[config.mk]
export PLATFORM = sky130hd
export DESIGN_NAME = pet_bus_top
export DESIGN_NICKNAME = d
export VERILOG_FILES = /design/src/rtl/pet_pkg.sv /design/src/rtl/slot_timing.sv /design/src/rtl/addr_decode.sv /design/src/rtl/kbd_matrix.sv /design/src/rtl/host_port.sv /design/src/rtl/pet_bus_top.sv
export SDC_FILE = /design/constraint.sdc
export NUM_CORES = 1
export LEC_CHECK = 0
export ABC_AREA = 1
export BUFFER_PORTS_ARGS = -buffer_cell sky130_fd_sc_hd__buf_2
export CORE_ASPECT_RATIO = 1.2
export CORE_MARGIN = 5
export CORE_UTILIZATION = 42
export CTS_CLUSTER_DIAMETER = 30
export DETAILED_ROUTE_END_ITERATION = 8
export GPL_TIMING_DRIVEN = 1
export PLACE_DENSITY_LB_ADDON = 0.08
export REMOVE_ABC_BUFFERS = 1
export SLEW_MARGIN = 20
export SYNTH_ARGS = -nofsm -noshare
export SYNTH_HDL_FRONTEND = slang
export SYNTH_SLANG_ARGS = --single-unit
[constraint.sdc]
create_clock -name clk_16_i -period 3.41 [get_ports clk_16_i]
set_input_delay 0.682 -clock clk_16_i [delete_from_list [all_inputs] [get_ports clk_16_i]]
set_output_delay 0.682 -clock clk_16_i [all_outputs]
set_load 0.05 [all_outputs]
[src/rtl/pet_pkg.sv]
// Shared types and address map for the PET bus controller
// Host addresses are 17 bits and reach the whole 128 KB RAM, CPU addresses are 16 bits
// Select fields are active high, the active-low pins are formed at the top level
`default_nettype none

package pet_pkg;

    // One phase per 16 MHz cycle, 16 phases per 1 MHz CPU cycle
    typedef enum logic [3:0] {
        PH_0,  PH_1,  PH_2,  PH_3,  PH_4,  PH_5,  PH_6,  PH_7,
        PH_8,  PH_9,  PH_10, PH_11, PH_12, PH_13, PH_14, PH_15
    } phase_e;

    typedef enum logic [1:0] {
        HOST_RD  = 2'd0,                    // Read one RAM byte
        HOST_WR  = 2'd1,                    // Write one RAM byte
        HOST_KBD = 2'd2,                    // Load keyboard row, addr[3:0] picks the row
        HOST_CTL = 2'd3                     // Bit 0 releases CPU reset, bit 1 sets ready
    } host_op_e;

    typedef struct packed {
        host_op_e    op;
        logic [16:0] addr;                  // Full RAM address, no mirroring applied
        logic [7:0]  data;                  // Write data or keyboard row bits
    } host_cmd_t;

    typedef struct packed {
        host_op_e   op;                     // Echo of the command opcode
        logic [7:0] data;                   // Read data, zero for all other ops
    } host_rsp_t;

    typedef struct packed {
        logic [15:0] addr;
        logic        rw_n;                  // 1 = CPU reading
        logic [7:0]  data;                  // CPU write data
        logic        sync;                  // Opcode fetch
    } cpu_bus_t;

    typedef struct packed {
        logic ram;
        logic io;                           // Whole E8xx page
        logic pia1;
        logic pia2;
        logic via;
    } dev_sel_t;

    typedef struct packed {
        logic [16:0] addr;
        logic [7:0]  wdata;
        logic        we;
        logic        oe;
        logic        ce;
    } ram_req_t;

    localparam logic [15:0] VRAM_BASE     = 16'h8000;
    localparam logic [15:0] IO_BASE       = 16'hE800;
    localparam logic [15:0] PIA1_BASE     = 16'hE810;  // Keyboard PIA
    localparam logic [15:0] PIA2_BASE     = 16'hE820;
    localparam logic [15:0] VIA_BASE      = 16'hE840;
    localparam logic [15:0] KBD_PORTB_OFS = 16'h0002;  // Port B read returns the row
    localparam int          KBD_ROWS      = 10;

endpackage

`default_nettype wire

[src/rtl/slot_timing.sv]
// One 16-cycle frame per 1 MHz CPU cycle
// Phases 0..7 belong to the host, phases 8..15 to the CPU
// All outputs are registers aligned with phase_o
`timescale 1ns/1ns
`default_nettype none

module slot_timing (
    input  wire logic       clk_16_i,
    input  wire logic       rst_n_i,
    output pet_pkg::phase_e phase_o,
    output logic            clk_cpu_o,
    output logic            host_slot_o,
    output logic            cpu_slot_o
);
    import pet_pkg::*;

    logic [3:0] cnt_q;                      // Frame counter
    logic [3:0] cnt_nxt;

    assign cnt_nxt = cnt_q + 4'd1;          // Wraps 15 to 0
    assign phase_o = phase_e'(cnt_q);

    // Strobes come from the next count so they line up with phase_o
    always_ff @(posedge clk_16_i or negedge rst_n_i) begin
        if (!rst_n_i) begin
            cnt_q       <= 4'd0;
            clk_cpu_o   <= 1'b0;
            host_slot_o <= 1'b1;            // Phase 0 is in the host slot
            cpu_slot_o  <= 1'b0;
        end else begin
            cnt_q       <= cnt_nxt;
            clk_cpu_o   <= cnt_nxt[3];      // High in phases 8..15
            host_slot_o <= !cnt_nxt[3];
            cpu_slot_o  <= cnt_nxt[3];
        end
    end

    a_slots_exclusive: assert property (
        @(posedge clk_16_i) disable iff (!rst_n_i)
        !(host_slot_o && cpu_slot_o)
    );

endmodule

`default_nettype wire

[src/rtl/addr_decode.sv]
// CPU address decoder, purely combinational
// 9000..E7FF and F000..FFFF are ROM images held in RAM and flagged read-only
// E900..EFFF selects nothing
// VRAM_KB must be 1 or 2, any other value behaves as 2
`timescale 1ns/1ns
`default_nettype none

module addr_decode #(
    parameter int VRAM_KB = 1               // Video RAM size in KB
) (
    input  wire logic [15:0] addr_i,
    output pet_pkg::dev_sel_t sel_o,
    output logic             readonly_o,
    output logic             mirrored_o,
    output logic [1:0]       mirror_mask_o
);
    import pet_pkg::*;

    localparam logic [15:0] ROM_BASE    = 16'h9000;  // BASIC and editor ROM
    localparam logic [15:0] KERNAL_BASE = 16'hF000;  // Kernal ROM

    localparam logic [15:0] VRAM_MASK = 16'hF000;    // 4 KB window
    localparam logic [15:0] IO_MASK   = 16'hFF00;    // 256 byte page
    localparam logic [15:0] PIA1_MASK = 16'hFFF0;    // 16 bytes
    localparam logic [15:0] PIA2_MASK = 16'hFFE0;    // 32 bytes
    localparam logic [15:0] VIA_MASK  = 16'hFFC0;    // 64 bytes

    // 1 KB mirrors 4 times, 2 KB mirrors twice
    localparam logic [1:0] MIRROR_MASK = (VRAM_KB == 1) ? 2'b11 : 2'b10;

    always_comb begin
        sel_o.ram  = (addr_i < IO_BASE) || (addr_i >= KERNAL_BASE);
        sel_o.io   = (addr_i & IO_MASK) == IO_BASE;
        sel_o.pia1 = (addr_i & PIA1_MASK) == PIA1_BASE;
        sel_o.pia2 = (addr_i & PIA2_MASK) == PIA2_BASE;
        sel_o.via  = (addr_i & VIA_MASK) == VIA_BASE;

        readonly_o = sel_o.ram && (addr_i >= ROM_BASE);  // Both ROM ranges
        mirrored_o = (addr_i & VRAM_MASK) == VRAM_BASE;  // 8000..8FFF
    end

    // Constant mask, top applies it only when mirrored_o is set
    assign mirror_mask_o = MIRROR_MASK;

endmodule

`default_nettype wire

[src/rtl/kbd_matrix.sv]
// Keyboard matrix seen by the CPU through PIA1
// Host loads rows with 1 = key down, the CPU sees them inverted
// Column register is the low nibble of port A, port B reads are intercepted
// pia1_sel_i must already be gated to the CPU slot
`timescale 1ns/1ns
`default_nettype none

module kbd_matrix (
    input  wire logic              clk_16_i,
    input  wire logic              rst_n_i,
    input  wire logic              row_wr_i,
    input  wire logic [3:0]        row_idx_i,
    input  wire logic [7:0]        row_data_i,
    input  wire pet_pkg::cpu_bus_t cpu_bus_i,
    input  wire logic              pia1_sel_i,
    input  wire logic              cpu_wr_stb_i,
    output logic [7:0]             kbd_data_o,
    output logic                   kbd_hit_o
);
    import pet_pkg::*;

    localparam logic [1:0] PORTA_OFS = 2'd0;

    logic [7:0] rows_q [KBD_ROWS];          // One byte per matrix row
    logic [3:0] col_q;                      // Row select written by the CPU
    logic       row_ok;
    logic       porta_wr;
    logic       col_ok;

    assign row_ok   = row_idx_i < 4'(KBD_ROWS);  // Drop loads past the last row
    assign col_ok   = col_q < 4'(KBD_ROWS);
    assign porta_wr = cpu_wr_stb_i && pia1_sel_i && !cpu_bus_i.rw_n
                      && (cpu_bus_i.addr[1:0] == PORTA_OFS);

    // Reset to no keys pressed
    always_ff @(posedge clk_16_i or negedge rst_n_i) begin
        if (!rst_n_i) begin
            for (int i = 0; i < KBD_ROWS; i++) begin
                rows_q[i] <= 8'h00;
            end
        end else if (row_wr_i && row_ok) begin
            rows_q[row_idx_i] <= row_data_i;
        end
    end

    always_ff @(posedge clk_16_i or negedge rst_n_i) begin
        if (!rst_n_i) begin
            col_q <= 4'd0;
        end else if (porta_wr) begin
            col_q <= cpu_bus_i.data[3:0];   // Upper nibble drives other PET lines
        end
    end

    // Port B read, data replaces the PIA
    assign kbd_hit_o = pia1_sel_i && cpu_bus_i.rw_n
                       && (cpu_bus_i.addr[1:0] == KBD_PORTB_OFS[1:0]);

    always_comb begin
        if (col_ok) begin
            kbd_data_o = ~rows_q[col_q];    // Keys are active low on the bus
        end else begin
            kbd_data_o = 8'hFF;             // No row driven, nothing pressed
        end
    end

endmodule

`default_nettype wire

[src/rtl/host_port.sv]
// Host command queue with credit return
// At most one command runs per frame, in the host slot
// Phase 0 latches the head, RAM access in phases 1..3, retire at the phase 3 edge
// Response and credit are both high for phase 4 only
// HOST_DEPTH from 2 to 8, any depth, not only powers of two
`timescale 1ns/1ns
`default_nettype none

module host_port #(
    parameter int HOST_DEPTH = 4            // Queue entries and initial host credits
) (
    input  wire logic               clk_16_i,
    input  wire logic               rst_n_i,
    input  wire pet_pkg::host_cmd_t host_cmd_i,
    input  wire logic               host_cmd_valid_i,
    input  wire pet_pkg::phase_e    phase_i,
    input  wire logic [7:0]         ram_rdata_i,
    output pet_pkg::host_rsp_t      host_rsp_o,
    output logic                    host_rsp_valid_o,
    output logic                    host_credit_o,
    output pet_pkg::ram_req_t       host_ram_o,
    output logic                    host_busy_o,
    output logic                    kbd_wr_o,
    output logic [3:0]              kbd_idx_o,
    output logic [7:0]              kbd_data_o,
    output logic                    cpu_res_no,
    output logic                    cpu_ready_o
);
    import pet_pkg::*;

    localparam int PW = $clog2(HOST_DEPTH);      // Pointer width
    localparam int CW = $clog2(HOST_DEPTH + 1);  // Count width

    host_cmd_t     fifo_q [HOST_DEPTH];
    logic [PW-1:0] wr_ptr_q;
    logic [PW-1:0] rd_ptr_q;
    logic [CW-1:0] cnt_q;
    logic          run_q;                   // Head command owns this host slot
    logic          retire;
    logic          ram_op;
    host_cmd_t     head;

    function automatic logic [PW-1:0] next_ptr(input logic [PW-1:0] ptr);
        if (ptr == PW'(HOST_DEPTH - 1)) begin
            return '0;
        end
        return ptr + 1'b1;
    endfunction

    assign head   = fifo_q[rd_ptr_q];
    assign ram_op = (head.op == HOST_RD) || (head.op == HOST_WR);
    assign retire = run_q && (phase_i == PH_3);  // Read data sampled on this edge

    always_ff @(posedge clk_16_i) begin
        if (host_cmd_valid_i) begin
            fifo_q[wr_ptr_q] <= host_cmd_i;
        end
    end

    always_ff @(posedge clk_16_i or negedge rst_n_i) begin
        if (!rst_n_i) begin
            wr_ptr_q <= '0;
            rd_ptr_q <= '0;
            cnt_q    <= '0;
        end else begin
            if (host_cmd_valid_i) begin
                wr_ptr_q <= next_ptr(wr_ptr_q);
            end
            if (retire) begin
                rd_ptr_q <= next_ptr(rd_ptr_q);
            end
            cnt_q <= cnt_q + CW'(host_cmd_valid_i) - CW'(retire);
        end
    end

    // Commands pushed after phase 0 wait for the next frame
    always_ff @(posedge clk_16_i or negedge rst_n_i) begin
        if (!rst_n_i) begin
            run_q <= 1'b0;
        end else if ((phase_i == PH_0) && (cnt_q != '0)) begin
            run_q <= 1'b1;
        end else if (retire) begin
            run_q <= 1'b0;
        end
    end

    always_ff @(posedge clk_16_i or negedge rst_n_i) begin
        if (!rst_n_i) begin
            host_rsp_valid_o <= 1'b0;
            host_credit_o    <= 1'b0;
            cpu_res_no       <= 1'b0;       // CPU held in reset until host says so
            cpu_ready_o      <= 1'b0;
        end else begin
            host_rsp_valid_o <= retire;
            host_credit_o    <= retire;     // Entry freed, one credit back
            if (retire && (head.op == HOST_CTL)) begin
                cpu_res_no  <= head.data[0];
                cpu_ready_o <= head.data[1];
            end
        end
    end

    always_ff @(posedge clk_16_i) begin
        if (retire) begin
            host_rsp_o.op   <= head.op;
            host_rsp_o.data <= (head.op == HOST_RD) ? ram_rdata_i : 8'h00;
        end
    end

    assign host_busy_o = run_q && ram_op;   // Phases 1..3 only

    always_comb begin
        host_ram_o.addr  = head.addr;
        host_ram_o.wdata = head.data;
        host_ram_o.ce    = host_busy_o;
        host_ram_o.oe    = host_busy_o && (head.op == HOST_RD);
        host_ram_o.we    = host_busy_o && (head.op == HOST_WR);
    end

    assign kbd_wr_o   = retire && (head.op == HOST_KBD);
    assign kbd_idx_o  = head.addr[3:0];
    assign kbd_data_o = head.data;

    // A push into a full queue means the host sent without a credit
    a_no_overflow: assert property (
        @(posedge clk_16_i) disable iff (!rst_n_i)
        host_cmd_valid_i |-> (cnt_q < CW'(HOST_DEPTH))
    );

    a_rsp_pending: assert property (
        @(posedge clk_16_i) disable iff (!rst_n_i)
        host_rsp_valid_o |-> (phase_i == PH_4) && $past(cnt_q != '0)
    );

endmodule

`default_nettype wire

[src/rtl/pet_bus_top.sv]
// PET bus controller top, joins timing, decode, keyboard and host queue
// ram_req_o.addr is the raw address, ram_addr_hi_o carries the mirrored A11..A10
// CPU selects are valid in phases 9..15 and only while cpu_ready_o is high
`timescale 1ns/1ns
`default_nettype none

module pet_bus_top #(
    parameter int VRAM_KB    = 1,
    parameter int HOST_DEPTH = 4
) (
    input  wire logic               clk_16_i,
    input  wire logic               rst_n_i,
    input  wire pet_pkg::host_cmd_t host_cmd_i,
    input  wire logic               host_cmd_valid_i,
    output logic                    host_credit_o,
    output pet_pkg::host_rsp_t      host_rsp_o,
    output logic                    host_rsp_valid_o,
    input  wire pet_pkg::cpu_bus_t  cpu_bus_i,
    output logic [7:0]              cpu_rdata_o,
    output logic                    clk_cpu_o,
    output logic                    cpu_res_no,
    output logic                    cpu_ready_o,
    output logic                    pia1_cs_no,
    output logic                    pia2_cs_no,
    output logic                    via_cs_no,
    output logic                    io_oe_no,
    output pet_pkg::ram_req_t       ram_req_o,
    output logic [11:10]            ram_addr_hi_o,
    input  wire logic [7:0]         ram_rdata_i
);
    import pet_pkg::*;

    phase_e     phase;
    logic       host_slot;
    logic       cpu_slot;
    dev_sel_t   dec_sel;
    dev_sel_t   sel;
    logic       readonly;
    logic       mirrored;
    logic [1:0] mirror_mask;
    ram_req_t   host_ram;
    ram_req_t   cpu_ram;
    logic       host_busy;
    logic       use_host;
    logic       kbd_wr;
    logic [3:0] kbd_idx;
    logic [7:0] kbd_row;
    logic [7:0] kbd_rdata;
    logic       kbd_hit;
    logic       cpu_en;
    logic       cpu_we_win;

    slot_timing u_timing (
        .clk_16_i, .rst_n_i, .phase_o(phase), .clk_cpu_o,
        .host_slot_o(host_slot), .cpu_slot_o(cpu_slot)
    );

    addr_decode #(.VRAM_KB(VRAM_KB)) u_decode (
        .addr_i(cpu_bus_i.addr), .sel_o(dec_sel), .readonly_o(readonly),
        .mirrored_o(mirrored), .mirror_mask_o(mirror_mask)
    );

    kbd_matrix u_kbd (
        .clk_16_i, .rst_n_i, .row_wr_i(kbd_wr), .row_idx_i(kbd_idx), .row_data_i(kbd_row),
        .cpu_bus_i, .pia1_sel_i(sel.pia1), .cpu_wr_stb_i(phase == PH_14),
        .kbd_data_o(kbd_rdata), .kbd_hit_o(kbd_hit)
    );

    host_port #(.HOST_DEPTH(HOST_DEPTH)) u_host (
        .clk_16_i, .rst_n_i, .host_cmd_i, .host_cmd_valid_i, .phase_i(phase), .ram_rdata_i,
        .host_rsp_o, .host_rsp_valid_o, .host_credit_o, .host_ram_o(host_ram),
        .host_busy_o(host_busy), .kbd_wr_o(kbd_wr), .kbd_idx_o(kbd_idx),
        .kbd_data_o(kbd_row), .cpu_res_no, .cpu_ready_o
    );

    assign cpu_en     = cpu_slot && (phase != PH_8) && cpu_ready_o;  // Address settles in phase 8
    assign cpu_we_win = (phase >= PH_12) && (phase <= PH_14);
    assign sel        = cpu_en ? dec_sel : '0;

    // Keyboard intercept keeps PIA1 and the IO buffer off the bus
    assign pia1_cs_no = !(sel.pia1 && !kbd_hit);
    assign io_oe_no   = !(sel.io && !kbd_hit);
    assign pia2_cs_no = !sel.pia2;
    assign via_cs_no  = !sel.via;

    always_comb begin
        cpu_ram.addr  = {1'b0, cpu_bus_i.addr};  // CPU sees the lower 64 KB
        cpu_ram.wdata = cpu_bus_i.data;
        cpu_ram.ce    = sel.ram;
        cpu_ram.oe    = sel.ram && cpu_bus_i.rw_n;
        cpu_ram.we    = sel.ram && !cpu_bus_i.rw_n && !readonly && cpu_we_win;
    end

    assign use_host      = host_slot && host_busy;
    assign ram_req_o     = use_host ? host_ram : cpu_ram;
    assign ram_addr_hi_o = use_host ? host_ram.addr[11:10]        // Host sees the full RAM
                         : cpu_bus_i.addr[11:10] & ~(mirror_mask & {2{mirrored}});

    assign cpu_rdata_o = kbd_hit ? kbd_rdata : ram_rdata_i;

endmodule

`default_nettype wire

Word level (Yosys, flattened, before mapping)
Memories as Yosys holds them, arrays and structs flattened.
Index checks and enable logic that the tools add are counted.

word-level totals
  bits in registers = 111
  latch bits = 0
  bits in writable memories = 108
  memory bits (read-only) = 0
  input port bits = 64
  output and inout port bits = 57
  logic and storage cells = 121
  memories = 1

operators by class
  add/sub/neg operators = 5
  multiply operators = 0
  divide/modulo/power cells = 0
  $lt $le $gt $ge = 10
  equal/unequal tests = 14
  shift operators = 0
  multiplexer cells = 23
  bitwise operators = 5
  reductions and logical operators = 40

memory list
  name           words  bits a word  rd ports  clocked after memory_dff  wr ports  RTL line         source
  u_host.fifo_q  4      27           1         0                         1         host_port.sv:34  host_cmd_t fifo_q [HOST_DEPTH];

operator list
  kind                    count
  $bwmux W80              1
  $mux W8                 5
  $bmux W8 S4             1
  $demux W8 S4            1
  $ge A16 B16 Y1 const B  2
  $mux W28                1
  $logic_and A1 B1 Y1     25
  $lt A16 B16 Y1 const B  1
  $eq A12 B12 Y1 const B  1
  $eq A11 B11 Y1 const B  1
  $eq A10 B10 Y1 const B  1
  $eq A2 B2 Y1 const B    5
  $ge A5 B5 Y1 const B    2
  $mux W2                 5
  $not A4 Y5              2
  $eq A4 B4 Y1 const B    2
  $eq A8 B8 Y1 const B    1
  $logic_not A1 Y1        8
  $lt A4 B4 Y1 const B    2
  $mux W1                 8
  $not A8 Y8              1
  $lt A5 B1 Y1 const B    1
  $mux W5                 1
  $add A2 B1 Y2 const B   2
  other kinds (15)        17

Depth between registers and ports, before layout
Gate-level depths: netlist (run 1).

  depth after elaboration = 9
  gate-level depth with buffers = 12
  gate-level depth less buffers = 10

Modules after synthesis
Synthesis (run 1) repeated with hierarchy kept, for this count alone.

unflattened totals
  cells, all modules = 1,105
  area total of the unflattened synthesis = 10,445.0 µm²

modules (own cells, without submodules)
  module       instances  cells each  area an instance (µm²)  sequential area each (µm²)
  host_port    1          415         5,406.4                 3,818.7
  kbd_matrix   1          515         4,127.7                 2,102.0
  pet_bus_top  1          123         568.0                   0.0
  slot_timing  1          18          202.7                   126.4
  addr_decode  1          34          140.1                   0.0

Least setup slack after synthesis (run 1)
No wires, ideal clock.

  path kind = reg2out
  start = register u_host.rd_ptr_q[0]
  end = output port ram_addr_hi_o[10] (netlist name)
  arrival time = 2.207 ns
  required time = 2.728 ns
  setup slack = 0.521 ns
  stages on the path, launching flop included = 10
  path buffers = 2
  cell sequence = dfrtp_1 -> buf_6 -> inv_4 -> nand2_1 -> nand3_1 -> nand2_1 -> inv_2 -> nor2_2 -> clkbuf_1 -> o21ai_0

RTL lines
  item                      RTL line           source
  start: declaration        host_port.sv:36    logic [PW-1:0] rd_ptr_q;
  start signal: assignment  host_port.sv:70    rd_ptr_q <= next_ptr(rd_ptr_q);
  end: declaration          pet_bus_top.sv:28  output logic [11:10] ram_addr_hi_o,

Final worst setup path (run 1)
  start = register u_kbd.col_q[0]
  end = output port cpu_rdata_o[7]

on the way
  cells in the longest elaborated chain, start to end = 7

RTL lines
  item                                         RTL line           source
  start: declaration                           kbd_matrix.sv:25   logic [3:0] col_q;
  start signal: assignment                     kbd_matrix.sv:50   col_q <= cpu_bus_i.data[3:0];
  $not A4 Y5 (implied by the code)             kbd_matrix.sv:60   kbd_data_o = ~rows_q[col_q];
  $bmux W8 S4                                  kbd_matrix.sv:60
  $mux W8 (implied by the code) (2 in series)  kbd_matrix.sv:60
  $not A8 Y8                                   kbd_matrix.sv:60
  $mux W8 (*)                                  kbd_matrix.sv:59   if (col_ok) begin
  $mux W8 (*)                                  pet_bus_top.sv:99  assign cpu_rdata_o = kbd_hit ? kbd_rdata : ram_rdata_i;
  end: declaration                             pet_bus_top.sv:19  output logic [7:0] cpu_rdata_o,

Mark *: on every way between the ends. The rest lies on a longest branch, timed or not. The select of a mux whose other input is x is not followed.

==> flow_summary.yaml, run 1 <==
worst_setup_path:
  path_cells: "buf_4, inv_1, buf_12, o21ai_0, nand3_1, a21oi_1, nand2_1, nand2_1, buf_2"
  critical_path_class: "reg -> out"
  critPathBufInv: 4
  endpoint_kind: "output pin"
  required_ps: 2730
  crit_path_max_incr_delay_ps: 460
  worstPathArrival_ps: 2610
  cp_slowest_cell: "dfrtp_2"
  cp_top_family: "buffers and inverters"
  cp-start-kind: "flop"
  cp_common_cell: "nand2_1"
  cp_max_fo: 38
die:
  rows: 63
  core_um2: 24800
  die_y_um: 184
  io_pins: 121
  fp.dieW_um: 155
  start_util_pct: 42.7
  die-area_um2: 28500
placement:
  portBuffers: 119
  gp_congestion: 0.878
  placed_area_um2: 11500
  detailed_place_hpwl_um: 19300
yosys:
  synthMuxAreaShare_pct: 0
  synthAdderAreaFrac_pct: 1.25
  synth-seq-area-share_pct: 57.0
  yosys.area_share.simple_pct: 28.9
  async_reset_ff_share_pct: 45.9
  synth-edff-count: 118
  ys_types: 40
  synthXorXnorAreaFrac_pct: 0.248
  syn_inst: 1140
  synth_area_per_cell_um2: 9.30
  ys_warn_count: 0
  synth_flop_cell: "edfxtp_1"
  ys_seq_elements: 218
  netlist_area_um2: 10600
  synth_compound_area_share_pct: 6.89
  synth_top_family_by_area: "simple AND/OR/NAND/NOR gates"
sta:
  max_freq_mhz: 304
  tightest_slew_ps: 652
  period_minus_slack_ps: 3290
  maxSlewViolCount: 0
  rsz0062_at_grt: "false"
  period_share_pct: 96.4
  timing.final.setup_violations: 0
  finalClockSkew_ps: 20.1
  max-slew-margin-rel_pct: 56.5
  hold_viol: 0
cts:
  clkSinkCount: 218
  cts_tree: "yes"
  clk_pin_slew_ps: 40
  numCtsBuffers: 55
  cts_root_buf: "clkbuf_16"
  insertion_delay_ps: 550
  h-tree-depth: 2
  clk_path_buf_depth: 3
finish:
  n_antenna_cell: 0
  utilization_pct: 54.4
  fin_nets: 1365
  design_area_um2: 13500
  synthToLayoutAreaGrowth_pct: 27.4
  layout-drive-gt1-share_pct: 22.4
  fillers: 2302
detailed_routing:
  drt_first_pass_iters: 5
  drc: 0
  vias: 8521
  wire_per_inst_um: 18.0
  viasPerCell: 5.14
  routed_wirelength_um: 29900
  antenna_left: 0
  drt-initial-drc-count: 597
global_routing:
  grtUsageTotal_pct: 21.2
  antenna_found_initial: 3
  grt_pass1_vias: 8670
  gr-total-overflow: 0
  grt_pass1_wl_um: 47700
  grt_max_degree: 91
pwr:
  p_per_area_nw_per_um2: 1010
  vdd_drop_max_v: 0.000855
  p_leak_nw: 6.26
status:
  status: "finished, final reports clean"
hold_path:
  hold_path_class: "in -> async"
run:
  drv_cap: 0
## registers in the layout, indices dropped and copies added, names as in the netlist
signal                   count
u_timing.phase_o             4
u_host.run_q                 1
u_host.cpu_res_no            1
u_kbd.col_q                  4
u_host.fifo_q              108
u_host.cnt_q                 3
u_kbd.rows_q                80
u_host.cpu_ready_o           1
u_host.host_rsp_valid_o      1
u_host.host_rsp_o           10
u_host.rd_ptr_q              2
u_timing.host_slot_o         1
u_host.wr_ptr_q              2
## layout make-up
cell class	count	area (um^2)	share of cell area, %
clock inverters	32	404	2.99
repair buffers	154	916	6.78
flip-flops and latches	218	6050	44.8
inverters	66	250	1.85
multi-input cells	796	3970	29.4
clock buffers	68	1520	11.2
well taps	325	407	3.01
## report_power, final
part | switching [mW] | internal, mW | total (mW)
registers | 0.122 | 3.14 | 3.26
clock network | 1.56 | 3.72 | 5.28
logic | 3.96 | 1.08 | 5.04
## synthesized netlist by cell type (2+ instances only)
master	number	area share, %
nand2_1	343	12
nor2_1	129	4.6
edfxtp_1	118	33
dfrtp_1	99	23
nand4_1	84	5.0
o21ai_0	73	3.4
inv_1	59	2.1
nand3_1	45	2.1
a21oi_1	22	1.0
clkbuf_1	20	0.71
o21ai_1	19	0.90
buf_4	17	1.2
buf_2	15	0.71
nand3_2	12	1.1
o22ai_1	11	0.65
ha_1	9	1.1
nor2_8	9	1.7
a31oi_1	7	0.41
nand2_2	7	0.41
buf_6	5	0.53
inv_2	5	0.18
nand2_4	5	0.53
nand2_8	3	0.57
nor2_4	3	0.32
o211ai_1	3	0.21
buf_1	2	0.071
nor3_1	2	0.094
xor2_1	2	0.17
## per-layer routing
metal,share of wire (%),track usage [%]
met4,2.9,7.67
met1,43,27.8
met5,0.094,0
met2,48,34.5
met3,6.0,4.94
## repair_timing
action,CTS,global route
hold buffers,0,0
setup buffers,0,7
gates resized for setup,2,3
pin swaps,0,1
setup endpoints to repair,2,29
## final timing paths
check	startpoint	end	slack, ps	cells after the start
max	u_kbd.col_q[0]	cpu_rdata_o[7]	120	9
min in group clk_16_i	host_cmd_i[21]	u_host.fifo_q[3][21]	350	1
min reg2reg	u_kbd.rows_q[39]	u_kbd.rows_q[39]	460	2
max reg2reg	u_host.rd_ptr_q[1]	u_kbd.rows_q[71]	920	9
max in group asynchronous	rst_n_i	u_kbd.col_q[0]	2640	2
min	rst_n_i	u_kbd.rows_q[31]	70	1
## layout by cell type (no fill, tap or decap), types with 5 or more instances in the layout
cell type,count
nand3_1,45
a21oi_1,22
clkbuf_16,56
a31oi_1,7
o22ai_1,10
buf_2,116
inv_1,59
nand2_1,343
bufinv_16,8
inv_2,5
nor2_1,128
dfrtp_1,97
clkbuf_1,5
o21ai_1,19
clkbuf_8,7
buf_4,33
nand3_2,12
nand4_1,84
clkinv_2,9
nand2_4,5
edfxtp_1,118
nand2_2,7
ha_1,9
clkinv_4,5
o21ai_0,73
nor2_8,9
## worst register-to-register path, cell delays in order (launching register included)
cell	delay [ps]
dfrtp_1	480
inv_2	90
buf_4	360
nand3_1	170
nand2_2	180
nand2_4	90
nand2_8	430
nand3_2	360
nand2_1	130
nand2_1	70
## through the flow
step	setup TNS [ps]	power (mW)	cells	setup slack, ps	hold WS [ps]
finish	0	13.6	1659	123	71.5
global route	0	14.2	1659	24.8	92.3
CTS	0	13.6	1652	6.76	63.5
detailed placement	0	8.29	1552	384	453
global placement	0	8.28	1552	360	448
floorplan	-21730	6.67	1080	-959	386
## cells by family (layout without fill, tap and decap cells)
family,count (synthesis),in the layout
compound gates,137,137
fa+ha+maj,10,10
buf+inv,126,320
flops,218,218
simple gates,646,646
xor+xnor,3,3
No activity file was read; power rests on OpenSTA's default activity.
==> run 2: changes to the inputs <==
--- a/config.mk
+++ b/config.mk
@@ -13,6 +13,7 @@
 export CTS_CLUSTER_DIAMETER = 30
 export DETAILED_ROUTE_END_ITERATION = 8
 export GPL_TIMING_DRIVEN = 1
+export MAX_ROUTING_LAYER = met4
 export PLACE_DENSITY_LB_ADDON = 0.08
 export REMOVE_ABC_BUFFERS = 1
 export SLEW_MARGIN = 20
==> flow_summary.yaml, run 2 (synthesized netlist as in run 1, its figures left out) <==
finish:
  layout-drive-gt1-share_pct: 22.4
  regMostFlops: "u_host.fifo_q"
  final_common_cell: "nand2_1"
  fin_cells: 1662
  largest_reg_flops: 108
  utilization_pct: 54.4
  top_regs: "u_host.fifo_q: 108 flops, u_kbd.rows_q: 80 flops, u_host.host_rsp_o: 10 flops"
  fin_nets: 1365
  design_area_um2: 13500
  layout.cells.most_common_list: "nand2_1, nor2_1, edfxtp_1"
  synthToLayoutAreaGrowth_pct: 27.4
die:
  die_y_um: 184
  io_pins: 121
  fp.dieW_um: 155
  rows: 63
  core_um2: 24800
  start_util_pct: 42.7
  die-area_um2: 28500
global_routing:
  grt_max_degree: 91
  antenna_found_initial: 3
  grt_pass1_wl_um: 47800
  gr-total-overflow: 0
  grtUsageTotal_pct: 21.8
  grt_pass1_vias: 8667
pwr:
  p_leak_nw: 6.26
  vdd_drop_max_v: 0.000854
  power_mw: 13.6
  p_per_area_nw_per_um2: 1000
sta:
  tns_ps: 0
  setup_slack_ps: 95.7
  max-slew-margin-rel_pct: 56.2
  period_share_pct: 97.2
  rsz0062_at_grt: "false"
  max_freq_mhz: 302
  holdWs_ps: 71.2
  finalClockSkew_ps: 18.1
  maxSlewViolCount: 0
  period_minus_slack_ps: 3310
  tightest_slew_ps: 655
  hold_viol: 0
  timing.final.setup_violations: 0
detailed_routing:
  drt-initial-drc-count: 594
  viasPerCell: 5.13
  drt_first_pass_iters: 5
  antenna_left: 0
  routed_wirelength_um: 29800
  wire_per_inst_um: 18.0
  drc: 0
  vias: 8519
cts:
  numCtsBuffers: 55
  cts_tree: "yes"
  cts_hold_buffers: 0
  cts_root_buf: "clkbuf_16"
  clkSinkCount: 218
  h-tree-depth: 2
  clk_path_buf_depth: 3
  clk_pin_slew_ps: 40
  insertion_delay_ps: 550
worst_setup_path:
  cp-start-kind: "flop"
  endpoint_kind: "output pin"
  worstPathArrival_ps: 2630
  path_cells: "buf_4, inv_1, buf_12, o21ai_0, nand3_1, a21oi_1, nand2_1, nand2_1, buf_2"
  cp_max_fo: 38
  r2r-start: "u_host.rd_ptr_q[1]"
  cp_slowest_cell: "dfrtp_2"
  worst_r2r_path_depth: 9
  cp_common_cell: "nand2_1"
  ff2ff_setup_slack_ps: 910
  crit_path_max_incr_delay_ps: 460
  required_ps: 2730
  critical_path_class: "reg -> out"
  r2r-end: "u_kbd.rows_q[7]"
placement:
  portBuffers: 119
  detailed_place_hpwl_um: 19300
  gp_congestion: 0.892
  place_inst: 1552
  dp_slack_ps: 384
  placed_area_um2: 11500
status:
  status: "finished, final reports clean"
run:
  drv_cap: 0
hold_path:
  hold_path_class: "in -> async"
## run 2: routing by layer
metal / vias up / global-route usage (%) / wire, um
met4: 0 / 7.35 / 803
li1: 4183 / - / -
met1: 4042 / 28.0 / 13100
met2: 241 / 34.7 / 14300
met5: - / - / 0
met3: 53 / 4.73 / 1580
## run 2: worst max-delay path, delay by kind of cell (launching register included)
| family | cells | cell delay [ps] |
|---|---|---|
| buf+inv | 4 | 710 |
| compound gates | 2 | 530 |
| flops | 1 | 460 |
| simple gates | 3 | 350 |
## run 2: worst max path at each step
stage                              from              to  slack, ps  cells after the start
global route             u_kbd.col_q[0]  cpu_rdata_o[7]         20                      9
CTS                 u_timing.phase_o[0]  cpu_rdata_o[4]          7                     10
global placement          cpu_bus_i[11]  cpu_rdata_o[1]        360                     10
floorplan            u_host.rd_ptr_q[0]   ram_req_o[27]       -960                      8
finish                   u_kbd.col_q[0]  cpu_rdata_o[7]        100                      9
detailed placement        cpu_bus_i[10]  cpu_rdata_o[4]        380                      9
## run 2: timing repair
action | CTS | global route
setup endpoints to repair | 2 | 30
setup buffers | 0 | 7
pin swaps | 0 | 1
resized for setup | 2 | 3
cloned | 0 | 0
## run 2: layout make-up
type	instances	area, um^2
diodes	3	7.51
repair buffers	154	916
inverters	66	250
multi-input cells	796	3970
well taps	325	407
clock buffers	68	1520
fillers	2301	11300
flip-flops and latches	218	6050
clock inverters	32	404
## run 2: where the power goes
| part | internal (mW) | leakage, nW | total (mW) | switching, mW |
|---|---|---|---|---|
| combinational | 1.08 | 2.89 | 5.03 | 3.96 |
| clock | 3.72 | 0.936 | 5.28 | 1.55 |
| sequential | 3.14 | 2.44 | 3.26 | 0.121 |
| total | 7.94 | 6.26 | 13.6 | 5.63 |
